File: src/ones_sum32.sv
`timescale 1ns/1ns

module ones_sum32 (
	input logic clk,
	input logic rst_n,
	input logic clear,
	input logic add,
	input logic [31:0] din,
	output logic [15:0] sum
);

	// Three 16-bit terms need two carry bits
	logic [17:0] raw;

	// First fold may carry once more
	logic [16:0] fold1;

	// Second fold cannot overflow
	logic [15:0] fold2;

	////////////////////
	// End-around carry

	always_comb begin
		// Running sum plus both halves of the word
		raw = {2'b00, sum} + {2'b00, din[31:16]} + {2'b00, din[15:0]};
		// Wrap the carries back into bit 0
		fold1 = {1'b0, raw[15:0]} + {15'h0000, raw[17:16]};
		// If fold1 carried its low half is at most 1
		fold2 = fold1[15:0] + {15'h0000, fold1[16]};
	end

	////////////////////
	// Accumulator register

	always_ff @(posedge clk or negedge rst_n) begin
		if (!rst_n)
			sum <= '0;
		// Clear wins over add
		else if (clear)
			sum <= '0;
		else if (add)
			sum <= fold2;
	end

endmodule

File: config.mk
export PLATFORM = sky130hd
export DESIGN_NAME = ones_sum32
export DESIGN_NICKNAME = d
export VERILOG_FILES = /design/src/ones_sum32.sv
export SDC_FILE = /design/constraint.sdc
export NUM_CORES = 1
export LEC_CHECK = 0
export BUFFER_PORTS_ARGS = -buffer_cell sky130_fd_sc_hd__buf_4
export CAP_MARGIN = 40
export CORE_MARGIN = 3
export CORE_UTILIZATION = 45
export CTS_CLUSTER_SIZE = 24
export DETAILED_ROUTE_END_ITERATION = 10
export PLACE_DENSITY = 0.67
export REMOVE_ABC_BUFFERS = 1
export SLEW_MARGIN = 15
export SYNTH_ARGS = -nofsm -noshare
export SYNTH_HDL_FRONTEND = slang
export SYNTH_SLANG_ARGS = --single-unit
export TNS_END_PERCENT = 5
File: constraint.sdc
create_clock -name clk -period 15.4 [get_ports clk]
set_clock_uncertainty 0.05 [all_clocks]
set_input_delay 1.54 -clock clk [delete_from_list [all_inputs] [get_ports clk]]
set_output_delay 1.54 -clock clk [all_outputs]
set_load 0.005 [all_outputs]
* Yosys cells after proc, flatten, opt, wreduce, memory -nomap -nowiden
Cells that the tools add are included.
Widths: inputs -> output; s select.
** Storage, ports and cells
- Input port bits :: 36
- Bits in latches :: 0
- Bits in read-only memories :: 0
- Word-level logic and storage cells :: 8
- Memory bits (writable) :: 0
- Memories kept :: 0
- Register bits after elaboration :: 16
** Operators by class
- Shift-type cells :: 0
- Magnitude comparators :: 0
- Bitwise operators :: 0
- Multipliers :: 0
- Multiplexer cells :: 2
- Equality and inequality tests :: 0
- Divide/modulo/power cells :: 0
- Reductions and logical operators :: 1
- $add $sub $neg :: 4
** Operator list (count)
- $mux 16 :: 2
- $add 17x16->18 :: 1
- $add 16x16->17 :: 1
- $add 16x2->17 :: 1
- $add 16x1->16 :: 1
- $reduce_bool 2->1 :: 1

* Depth between registers and ports, before layout
Gate-level depths: netlist of the first run.
- Depth after elaboration :: 6
- Depth in mapped cells :: 28
- Depth with buffers taken out :: 26

* Least setup slack after synthesis of the first run
OpenSTA, ideal clock, no wires.
- Path type :: in2reg
- From :: input port din[1]
- To :: register sum[14]
- Stages :: 24
- Setup time :: 0.099 ns
- Path slack :: 8.020 ns
- Arrival time :: 7.230 ns
- Data required time :: 15.251 ns
- Path through :: fa_1 ha_1 inv_1 fa_1 nand2b_1 a21o_1 a211o_1 a31oi_1 o31a_1 o21a_1 fa_1 inv_1 or4_1 clkbuf_2 nor4_1 and2_1 and4_1 ha_1 ha_1 nand2_1 a2111oi_4 inv_2 or4_1 a311oi_1
** Between the ends
- Cells in the longest elaborated chain, start to end :: 5
** Ends and longest elaborated chain
- start, declared :: RTL line 8 : input logic [31:0] din,
- $add 17x16->18 :: RTL line 26 : raw = {2'b00, sum} + {2'b00, din[31:16]} + {2'b00, din[15:0]};
- $add 16x2->17 :: RTL line 28 : fold1 = {1'b0, raw[15:0]} + {15'h0000, raw[17:16]};
- $add 16x1->16 :: RTL line 30 : fold2 = fold1[15:0] + {15'h0000, fold1[16]};
- $mux 16 :: RTL line 42 : else if (add)
- $mux 16 :: RTL line 40 : else if (clear)
- end signal, assigned :: RTL line 43 : sum <= fold2;
- end, declared :: RTL line 9 : output logic [15:0] sum
Every way passes these cells. The select of a mux whose other input is x is not followed.
A chain may end at the register's enable or synchronous reset.

* Worst setup path in the final report of the first run
Same ends and word-level chain as after synthesis.

==> results_dict.tcl, run 1 <==
set metrics [dict create \
    crit_path_start_kind "primary input" \
    timing.final.max_slew_violations 0 \
    timing.hold.worst.class "flop to flop" \
    grt_max_degree 17 \
    most_common_cell_after_layout_fill_and_taps_aside "sky130_fd_sc_hd__buf_4" \
    layout-drive-gt1-share 0.189 \
    postSynthAreaPerCell_sq_um 8.57 \
    largest_register_ff_count 16 \
    synth-edff-count 0 \
    postRouteWirelength_microns 6600 \
    clock_sink_count 16 \
    critPathArrivalTime_ns 8.08 \
    gp_congestion 0.872 \
    critical_path_sink "sum[14]$_DFFE_PN0P_" \
    route.detailed.vias_per_inst 5.80 \
    routed_met3_length_microns 189 \
    synthDominantCellAreaShare 0.150 \
    worst_path_max_delay_cell "sky130_fd_sc_hd__or4_1" \
    synth.cell_area_sq_um 2670 \
    worstRegToRegCells 23 \
    synth_area_leader_cell "sky130_fd_sc_hd__dfrtp_1" \
    holdWs_ns 0.493 \
    r2r-end "sum[14]$_DFFE_PN0P_" \
    total_leakage_power_nw 1.31 \
    area_growth_pct 17.6 \
    drcViolationCount 0 \
    antenna_cells 0 \
    timing.fmax_mhz 125 \
    synth-async-reset-ratio 1.00 \
    finalHoldViolations 0 \
    setup.worst_path.start "din[1]" \
    grt.total_usage 0.194 \
    setup_repair_after_global_routing_missed_its_margin "no" \
    final.setup.tns_ns 0 \
    highest-signal-layer "met4" \
    grt_first_pass_wirelength_microns 11300 \
    dr_total_vias 2475 \
    ys_seq_area_frac 0.150 \
    place.detailed.hpwl_microns 5460 \
    slew_headroom 0.422 \
    fillers 548 \
    die_footprint_sq_um 6900 \
    antenna_left 0 \
    die_h_microns 83.1 \
    clock-root-buffer "sky130_fd_sc_hd__clkbuf_8" \
    postCtsResizedCells 0 \
    critPathMaxStageDelay_ns 0.67 \
    initial_core_util 0.474 \
    synth_flop_cell "sky130_fd_sc_hd__dfrtp_1" \
    yosys.cell_types.count 63 \
    floorplan.die.width_microns 83.1 \
    max_flop_register "sum" \
    ys_ff_latch 16 \
    vdd.ir_drop.worst_v 0.000105 \
    routed-wl-met2_microns 3110 \
    core-area_sq_um 5640 \
    ff2ff_setup_slack_ns 8.45 \
    m1WireLength_microns 3240 \
    cp.depth 24 \
    outcome "completed" \
    synthesis.yosys.warnings 0 \
    port_buffer_cells 51 \
    cts.clk_slew.worst_paths_ns 0.06 \
    critical_path.cell_chain "buf_4 > fa_1 > ha_1 > inv_1 > fa_1 > nand2b_1 > a21o_1 > a211o_1 > a31oi_1 > o31a_1 > o21a_1 > fa_1 > inv_1 > or4_1 > nor4_1 > and2_1 > and4_1 > ha_1 > ha_1 > nand2_1 > a2111oi_4 > inv_2 > or4_1 > a311oi_1" \
    drt_iter0_drc 101 \
    critPathKind "primary input to flop" \
    critPathBufInv 4 \
    r2r_start "sum[1]$_DFFE_PN0P_" \
    pwr_density_cell_nw_per_um2 252 \
    tightest_slew_ns 0.857 \
    first_global_vias 2398 \
    final_min_period_over_clock_period 0.518 \
    detailedRoute.firstPassIterationCount 4 \
    most-common-layout-cells "sky130_fd_sc_hd__buf_4, sky130_fd_sc_hd__nor2_1, sky130_fd_sc_hd__xnor2_1" \
    worst_path_dominant_cell_family "simple AND/OR/NAND/NOR gates" \
    endpoint_class_of_the_critical_path "flop" \
    maximum_net_fanout_on_the_critical_path 7 \
    syn-instance-count 312 \
    setup_viol 0 \
    clock_latency_ns 0.26 \
    biggestRegsByFlops "sum: 16 flops" \
    count_of_nets_after_finishing 430 \
    timing.max_cap.violations 0 \
    pin_count 52 \
    initial_antenna_violation_count 0 \
    htree_num_levels 1 \
    required_ns 15.50 \
    cts.path.max_buffers 2 \
    tritoncts "done" \
    cts_made_buffers 3 \
    ys_top_cells_by_area "sky130_fd_sc_hd__dfrtp_1, sky130_fd_sc_hd__fa_1, sky130_fd_sc_hd__ha_1" \
    min_period_ns 7.98 \
    holdBufCountCts 0 \
    wire_per_inst_microns 15.5 \
    cts.repair_timing.setup_buffer_count 0 \
    overflow 0 \
    placement_rows 27 \
]
-- worst min path at each step --
stage | start | to | slack, ns | cells past startpoint
6_report | sum[13]$_DFFE_PN0P_ | sum[13]$_DFFE_PN0P_ | 0.49 | 1
5_1_grt | sum[13]$_DFFE_PN0P_ | sum[13]$_DFFE_PN0P_ | 0.54 | 1
3_5_place_dp | sum[13]$_DFFE_PN0P_ | sum[13]$_DFFE_PN0P_ | 0.49 | 1
3_3_place_gp | sum[13]$_DFFE_PN0P_ | sum[13]$_DFFE_PN0P_ | 0.48 | 1
2_1_floorplan | sum[10]$_DFFE_PN0P_ | sum[10]$_DFFE_PN0P_ | 0.46 | 2
4_1_cts | sum[13]$_DFFE_PN0P_ | sum[13]$_DFFE_PN0P_ | 0.50 | 1
-- final cells by class --
class / instances / area [sq um] / area share
multi-input cells: 270 / 2170 / 0.691
well taps: 72 / 90.1 / 0.0287
repair buffers: 51 / 383 / 0.122
clock buffers: 3 / 41.3 / 0.0131
inverters: 15 / 56.3 / 0.0179
flip-flops and latches: 16 / 400 / 0.127
-- cell families after synthesis --
family,Yosys count,share of synthesized area
and+or+nand+nor,107,0.210
adders and majority gates,37,0.224
DFF,16,0.150
AOI/OAI and AO/OA,90,0.258
xor gates and xnor gates,30,0.0983
buffers and inverters,26,0.0374
muxes,6,0.0225
-- per-stage QoR --
| step | std cells | util | total power [mW] | setup slack, ns | area, sq um |
|---|---|---|---|---|---|
| 2_1_floorplan | 301 | - | 0.596 | 8.02 | 2630 |
| 3_3_place_gp | 424 | 0.550 | 0.747 | 7.40 | 3100 |
| 3_5_place_dp | 424 | 0.550 | 0.752 | 7.19 | 3100 |
| 4_1_cts | 427 | 0.557 | 0.791 | 7.49 | 3140 |
| 5_1_grt | 427 | 0.557 | 0.876 | 6.94 | 3140 |
| 6_report | 427 | 0.557 | 0.791 | 7.42 | 3140 |
-- power breakdown --
part | total [mW] | switching (mW) | internal [mW]
logic | 0.680 | 0.391 | 0.289
registers | 0.0774 | 0.0184 | 0.0590
clock network | 0.0339 | 0.0165 | 0.0174
-- Yosys cell counts, types with 3 or more instances --
cell type / count
sky130_fd_sc_hd__nand2_1: 17
sky130_fd_sc_hd__o211ai_1: 3
sky130_fd_sc_hd__a21oi_1: 13
sky130_fd_sc_hd__a31oi_1: 3
sky130_fd_sc_hd__nor2b_1: 4
sky130_fd_sc_hd__ha_1: 19
sky130_fd_sc_hd__clkbuf_1: 8
sky130_fd_sc_hd__a211o_1: 5
sky130_fd_sc_hd__a211oi_1: 6
sky130_fd_sc_hd__xor2_1: 6
sky130_fd_sc_hd__nand2b_1: 3
sky130_fd_sc_hd__mux2i_1: 6
sky130_fd_sc_hd__a2111oi_0: 3
sky130_fd_sc_hd__and4_1: 3
sky130_fd_sc_hd__inv_1: 14
sky130_fd_sc_hd__nand3_1: 7
sky130_fd_sc_hd__nor2_1: 35
sky130_fd_sc_hd__nor3b_1: 3
sky130_fd_sc_hd__o21a_1: 4
sky130_fd_sc_hd__nor4_1: 4
sky130_fd_sc_hd__and3_1: 3
sky130_fd_sc_hd__fa_1: 18
sky130_fd_sc_hd__nor3_1: 8
sky130_fd_sc_hd__o21ba_2: 3
sky130_fd_sc_hd__dfrtp_1: 16
sky130_fd_sc_hd__or4_1: 3
sky130_fd_sc_hd__xnor2_1: 24
sky130_fd_sc_hd__o21ai_0: 20
sky130_fd_sc_hd__a21o_1: 4
sky130_fd_sc_hd__nand4_1: 3
-- metal layers --
metal,vias up,track usage
met5,-,0
met4,0,0.0475
met3,6,0.0169
met2,40,0.322
met1,1186,0.271
li1,1243,-
Note: power is estimated with default switching activity, not from simulation.
==> run 2: changes to the inputs <==
- clock period: 15.4 -> 7.94 ns (I/O delays scaled with it)
==> run 2 against run 1 <==
Sequential cell count unchanged. Sequential share of layout area unchanged. Combinational power up 94%.
==> results_dict.tcl, run 2 (synthesis results as in run 1) <==
set metrics [dict create \
    outcome "completed" \
    post-route-cell-area_sq_um 3140 \
    required_ns 8.04 \
    grt_first_pass_wirelength_microns 11200 \
    finalHoldViolations 0 \
    antenna_cells 0 \
    largest_register_ff_count 16 \
    postCtsResizedCells 0 \
    die_h_microns 83.1 \
    critPathArrivalTime_ns 7.34 \
    timing.final.max_slew_violations 0 \
    cts.repair_timing.setup_buffer_count 0 \
    initial_core_util 0.474 \
    placement_rows 27 \
    gp_congestion 0.872 \
    layoutNonFillerInstCount 427 \
    grt_max_degree 17 \
    count_of_nets_after_finishing 430 \
    clock_sink_count 16 \
    overflow 0 \
    most-common-layout-cells "sky130_fd_sc_hd__buf_4, sky130_fd_sc_hd__nor2_1, sky130_fd_sc_hd__xnor2_1" \
    biggestRegsByFlops "sum: 16 flops" \
    layout-drive-gt1-share 0.189 \
    pwr_density_cell_nw_per_um2 488 \
    timing.fmax_mhz 138 \
    fillers 533 \
    total_leakage_power_nw 1.31 \
    holdBufCountCts 0 \
    crit_path_start_kind "primary input" \
    clock-root-buffer "sky130_fd_sc_hd__clkbuf_8" \
    first_global_vias 2375 \
    drt_iter0_drc 79 \
    die_footprint_sq_um 6900 \
    timing.max_cap.violations 0 \
    initial_antenna_violation_count 0 \
    final_min_period_over_clock_period 0.912 \
    critPathKind "primary input to flop" \
    detailedRoute.firstPassIterationCount 4 \
    vdd.ir_drop.worst_v 0.000201 \
    cts_made_buffers 3 \
    antenna_left 0 \
    cts.path.max_buffers 2 \
    wire_per_inst_microns 15.5 \
    pin_count 52 \
    slew_headroom 0.423 \
    setup_repair_after_global_routing_missed_its_margin "no" \
    tightest_slew_ns 0.856 \
    placed_cells 424 \
    port_buffer_cells 51 \
    dr_total_vias 2480 \
    fin_total_pwr_mw 1.53 \
    final.setup.tns_ns 0 \
    min_period_ns 7.24 \
    ff2ff_setup_slack_ns 0.99 \
    post-route-util 0.557 \
    postRouteWirelength_microns 6630 \
    cts.clk_slew.worst_paths_ns 0.07 \
    grt.total_usage 0.191 \
    timing.hold.worst.class "primary input to async pin" \
    core-area_sq_um 5640 \
    most_common_cell_after_layout_fill_and_taps_aside "sky130_fd_sc_hd__buf_4" \
    drcViolationCount 0 \
    top_usage_layer "met2" \
    dpl-instance-area_sq_um 3100 \
    maximum_net_fanout_on_the_critical_path 7 \
    floorplan.die.width_microns 83.1 \
    setup_viol 0 \
    met3_usage 0.0149 \
    htree_num_levels 1 \
    tritoncts "done" \
    post-place-ws_ns 0.500 \
    global_route.usage.met2 0.316 \
    place.detailed.hpwl_microns 5400 \
    max_flop_register "sum" \
    holdWs_ns 0.351 \
    final_critical_path_setup_slack_ns 0.702 \
    route.detailed.vias_per_inst 5.81 \
    endpoint_class_of_the_critical_path "flop" \
    area_growth_pct 17.6 \
    clock_latency_ns 0.25 \
    grt.met1_usage 0.272 \
]
-- run 2: cell counts in the layout (fill, tap and decap cells not counted) --
No cell type changed its count.
-- run 2: where the power goes --
group	internal [mW]	switching, mW	leakage (nW)
clock	0.0337	0.0314	0.0216
combinational	0.560	0.759	1.08
sequential	0.114	0.0359	0.211
-- run 2: worst max-delay path, stage by stage --
cell                        delay [ns]
sky130_fd_sc_hd__buf_4            0.11
sky130_fd_sc_hd__fa_1             0.53
sky130_fd_sc_hd__ha_1             0.21
sky130_fd_sc_hd__inv_1            0.07
sky130_fd_sc_hd__fa_1             0.43
sky130_fd_sc_hd__nand2b_1         0.24
sky130_fd_sc_hd__a21o_1           0.24
sky130_fd_sc_hd__a211o_1          0.29
sky130_fd_sc_hd__a31oi_1          0.29
sky130_fd_sc_hd__o31a_1           0.18
sky130_fd_sc_hd__o21a_1           0.17
sky130_fd_sc_hd__fa_1             0.25
sky130_fd_sc_hd__inv_1            0.09
sky130_fd_sc_hd__or4_1            0.67
sky130_fd_sc_hd__nor4_1           0.50
sky130_fd_sc_hd__and2_1           0.24
sky130_fd_sc_hd__and4_1           0.19
sky130_fd_sc_hd__ha_1             0.16
sky130_fd_sc_hd__ha_1             0.20
sky130_fd_sc_hd__nand2_1          0.14
sky130_fd_sc_hd__a2111oi_4        0.43
sky130_fd_sc_hd__inv_2            0.06
sky130_fd_sc_hd__or4_1            0.51
sky130_fd_sc_hd__a311oi_1         0.28
-- run 2: worst paths after layout --
| path | start | to | cells after the start |
|---|---|---|---|
| worst max-delay path | din[1] | sum[14]$_DFFE_PN0P_ | 24 |
| max in group asynchronous | rst_n | sum[0]$_DFFE_PN0P_ | 1 |
| worst max register to register | sum[1]$_DFFE_PN0P_ | sum[14]$_DFFE_PN0P_ | 23 |
| worst min register to register | sum[13]$_DFFE_PN0P_ | sum[13]$_DFFE_PN0P_ | 1 |
| worst min-delay path | rst_n | sum[1]$_DFFE_PN0P_ | 1 |
| min in group clk | sum[13]$_DFFE_PN0P_ | sum[13]$_DFFE_PN0P_ | 1 |
-- run 2: metal layers --
| layer | part of all wire | vias to the layer above |
|---|---|---|
| met5 | 0 | - |
| met4 | 0.0075 | 0 |
| met3 | 0.031 | 6 |
| met2 | 0.47 | 44 |
| met1 | 0.49 | 1188 |
| li1 | - | 1242 |
-- run 2: final cells by class --
cell class | instances | area (sq um) | share of cell area
Multi-Input combinational cell | 270 | 2170 | 0.691
Tap cell | 72 | 90.1 | 0.0287
Sequential cell | 16 | 400 | 0.127
Inverter | 15 | 56.3 | 0.0179
Timing Repair Buffer | 51 | 383 | 0.122
Clock buffer | 3 | 41.3 | 0.0131
==> run 3: changes to the inputs <==
- CORE_ASPECT_RATIO: default -> 1.2
==> run 3 against run 2 <==
Core utilization down 0.075 points. Count of clock-buffer cells in the layout up 1. Hold slack worse by 0.015 ns. Global-route usage up 1.3 points. Clock power up 26%. Setup slack better by 0.069 ns. Cell count up 2.3%. First-iteration DRC count up 63%. Critical path type unchanged. Largest power group unchanged.
==> results_dict.tcl, run 3 (synthesis results as in run 1) <==
set metrics [dict create \
    timing.final.max_slew_violations 0 \
    gp_congestion 0.840 \
    highest-signal-layer "met4" \
    p_comb_frac 0.853 \
    wire_per_inst_microns 15.4 \
    vdd.ir_drop.worst_v 0.000193 \
    setup_viol 0 \
    timing.max_cap.violations 0 \
    fillers 565 \
    internal_portion_of_total_power_uw 726 \
    initial_core_util 0.468 \
    clock-root-buffer "sky130_fd_sc_hd__clkbuf_8" \
    detailedRoute.firstPassIterationCount 4 \
    first_global_vias 2492 \
    holdBufCountCts 0 \
    setup_repair_after_global_routing_missed_its_margin "no" \
    die_h_microns 90.4 \
    final_min_period_over_clock_period 0.903 \
    slew_headroom 0.393 \
    p_seq_frac 0.095 \
    postCtsResizedCells 0 \
    cts_made_buffers 3 \
    die_footprint_sq_um 6900 \
    cts.repair_timing.setup_buffer_count 0 \
    antenna_left 0 \
    multi_input_comb_area_sq_um 2170 \
    port_buffer_cells 51 \
    p_sw_uw 825 \
    critPathArrivalTime_ns 7.28 \
    timing.hold.worst.class "primary input to async pin" \
    postRouteWirelength_microns 6740 \
    crit_path_start_kind "primary input" \
    grt_first_pass_wirelength_microns 11700 \
    layout-drive-gt1-share 0.193 \
    cts.clk_slew.worst_paths_ns 0.09 \
    drcViolationCount 0 \
    routed-wl-met2_microns 3350 \
    r2r_start "sum[7]$_DFFE_PN0P_" \
    worstRegToRegCells 24 \
    htree_num_levels 1 \
    route.detailed.vias_per_inst 5.68 \
    ff2ff_setup_slack_ns 1.02 \
    layoutNonFillerInstCount 437 \
    required_ns 8.05 \
    most_common_cell_after_layout_fill_and_taps_aside "sky130_fd_sc_hd__buf_4" \
    min_period_ns 7.17 \
    floorplan.die.width_microns 76.4 \
    power.share.clock 0.053 \
    worst_path_dominant_cell_family "simple AND/OR/NAND/NOR gates" \
    grt.total_usage 0.203 \
    maximum_net_fanout_on_the_critical_path 11 \
    critPathKind "primary input to flop" \
    place.detailed.hpwl_microns 5510 \
    timing.fmax_mhz 139 \
    dr_total_vias 2481 \
    placed_cells 433 \
    placement_rows 30 \
    max_flop_register "sum" \
    tightest_slew_ns 0.901 \
    finalHoldViolations 0 \
    tritoncts "done" \
    endpoint_class_of_the_critical_path "flop" \
    grt_max_degree 17 \
    pin_count 52 \
    biggestRegsByFlops "sum: 16 flops" \
    most-common-layout-cells "sky130_fd_sc_hd__buf_4, sky130_fd_sc_hd__nor2_1, sky130_fd_sc_hd__xnor2_1" \
    critPathMaxStageDelay_ns 0.67 \
    count_of_nets_after_finishing 431 \
    drt_iter0_drc 129 \
    m1WireLength_microns 3090 \
    largest_register_ff_count 16 \
    worst_path_max_delay_cell "sky130_fd_sc_hd__or4_1" \
    overflow 0 \
    clock_latency_ns 0.27 \
    cts.path.max_buffers 2 \
    core-area_sq_um 5710 \
    worst_path_most_repeated_cell "sky130_fd_sc_hd__ha_1" \
    antenna_cells 0 \
    initial_antenna_violation_count 0 \
    total_leakage_power_nw 1.32 \
    critPathBufInv 4 \
    final.setup.tns_ns 0 \
    pwr_density_cell_nw_per_um2 489 \
    clock_sink_count 16 \
    area_growth_pct 18.8 \
    outcome "completed" \
    power.switching_fraction 0.532 \
    r2r-end "sum[14]$_DFFE_PN0P_" \
    routed_met3_length_microns 243 \
    ff_latch_area_sq_um 400 \
]
-- run 3: cell types whose count changed in the layout (fill, tap and decap cells not counted), sizes merged --
cell / previous run / this run
buf: 51 / 52
clkbuf: 3 / 4
-- run 3: worst max-delay path by stage --
stage,start,endpoint,slack (ns),depth (start not counted)
floorplan,din[1],sum[14]$_DFFE_PN0P_,1.31,23
global placement,din[7],sum[14]$_DFFE_PN0P_,0.64,25
detailed placement,din[7],sum[14]$_DFFE_PN0P_,0.49,25
CTS,din[7],sum[14]$_DFFE_PN0P_,0.76,25
global route,din[7],sum[14]$_DFFE_PN0P_,0.26,25
finish,din[7],sum[14]$_DFFE_PN0P_,0.77,25
-- run 3: stage by stage --
stage	hold WS (ns)	total power [mW]	worst slack (ns)	utilization	cell area, sq um
floorplan	0.448	1.16	1.31	-	2630
global placement	0.474	1.46	0.643	0.547	3120
detailed placement	0.481	1.47	0.485	0.547	3120
CTS	0.354	1.55	0.757	0.556	3170
global route	0.347	1.72	0.257	0.556	3170
finish	0.337	1.55	0.771	0.556	3170
-- run 3: worst reg2reg max path, cell delays in order (launching register included) --
cell	delay, ns
sky130_fd_sc_hd__dfrtp_1	0.42
sky130_fd_sc_hd__fa_1	0.44
sky130_fd_sc_hd__ha_1	0.44
sky130_fd_sc_hd__a2111oi_0	0.45
sky130_fd_sc_hd__o21ai_0	0.17
sky130_fd_sc_hd__buf_4	0.18
sky130_fd_sc_hd__nand3_1	0.07
sky130_fd_sc_hd__a22oi_1	0.12
sky130_fd_sc_hd__a21o_1	0.21
sky130_fd_sc_hd__a21oi_1	0.16
sky130_fd_sc_hd__xnor2_1	0.15
sky130_fd_sc_hd__ha_1	0.21
sky130_fd_sc_hd__fa_1	0.25
sky130_fd_sc_hd__inv_1	0.10
sky130_fd_sc_hd__or4_1	0.67
sky130_fd_sc_hd__nor4_1	0.50
sky130_fd_sc_hd__and2_1	0.24
sky130_fd_sc_hd__and4_1	0.19
sky130_fd_sc_hd__ha_1	0.16
sky130_fd_sc_hd__ha_1	0.20
sky130_fd_sc_hd__nand2_1	0.13
sky130_fd_sc_hd__a2111oi_4	0.45
sky130_fd_sc_hd__inv_2	0.07
sky130_fd_sc_hd__or4_1	0.52
sky130_fd_sc_hd__a311oi_1	0.26
-- run 3: power groups by stage --
stage                     Sequential, mW  Clock, mW  Combinational (mW)
after detailed placement           0.149          0                1.32
after CTS                          0.147     0.0832                1.32
after floorplan                    0.147          0                1.01
final                              0.147     0.0818                1.32
after global routing               0.152     0.0869                1.48
after global placement             0.147          0                1.31
-- run 3: layout make-up --
cell class	instances	share of cell area
multi-input cells	270	0.684
flip-flops and latches	16	0.126
repair buffers	52	0.123
well taps	80	0.0315
inverters	15	0.0177
clock buffers	4	0.0173
-- run 3: metal layers --
| layer | global-route usage | vias to the layer above |
|---|---|---|
| met3 | 0.0200 | 8 |
| met4 | 0.0347 | 0 |
| li1 | - | 1244 |
| met1 | 0.271 | 1184 |
| met5 | 0 | - |
| met2 | 0.360 | 45 |
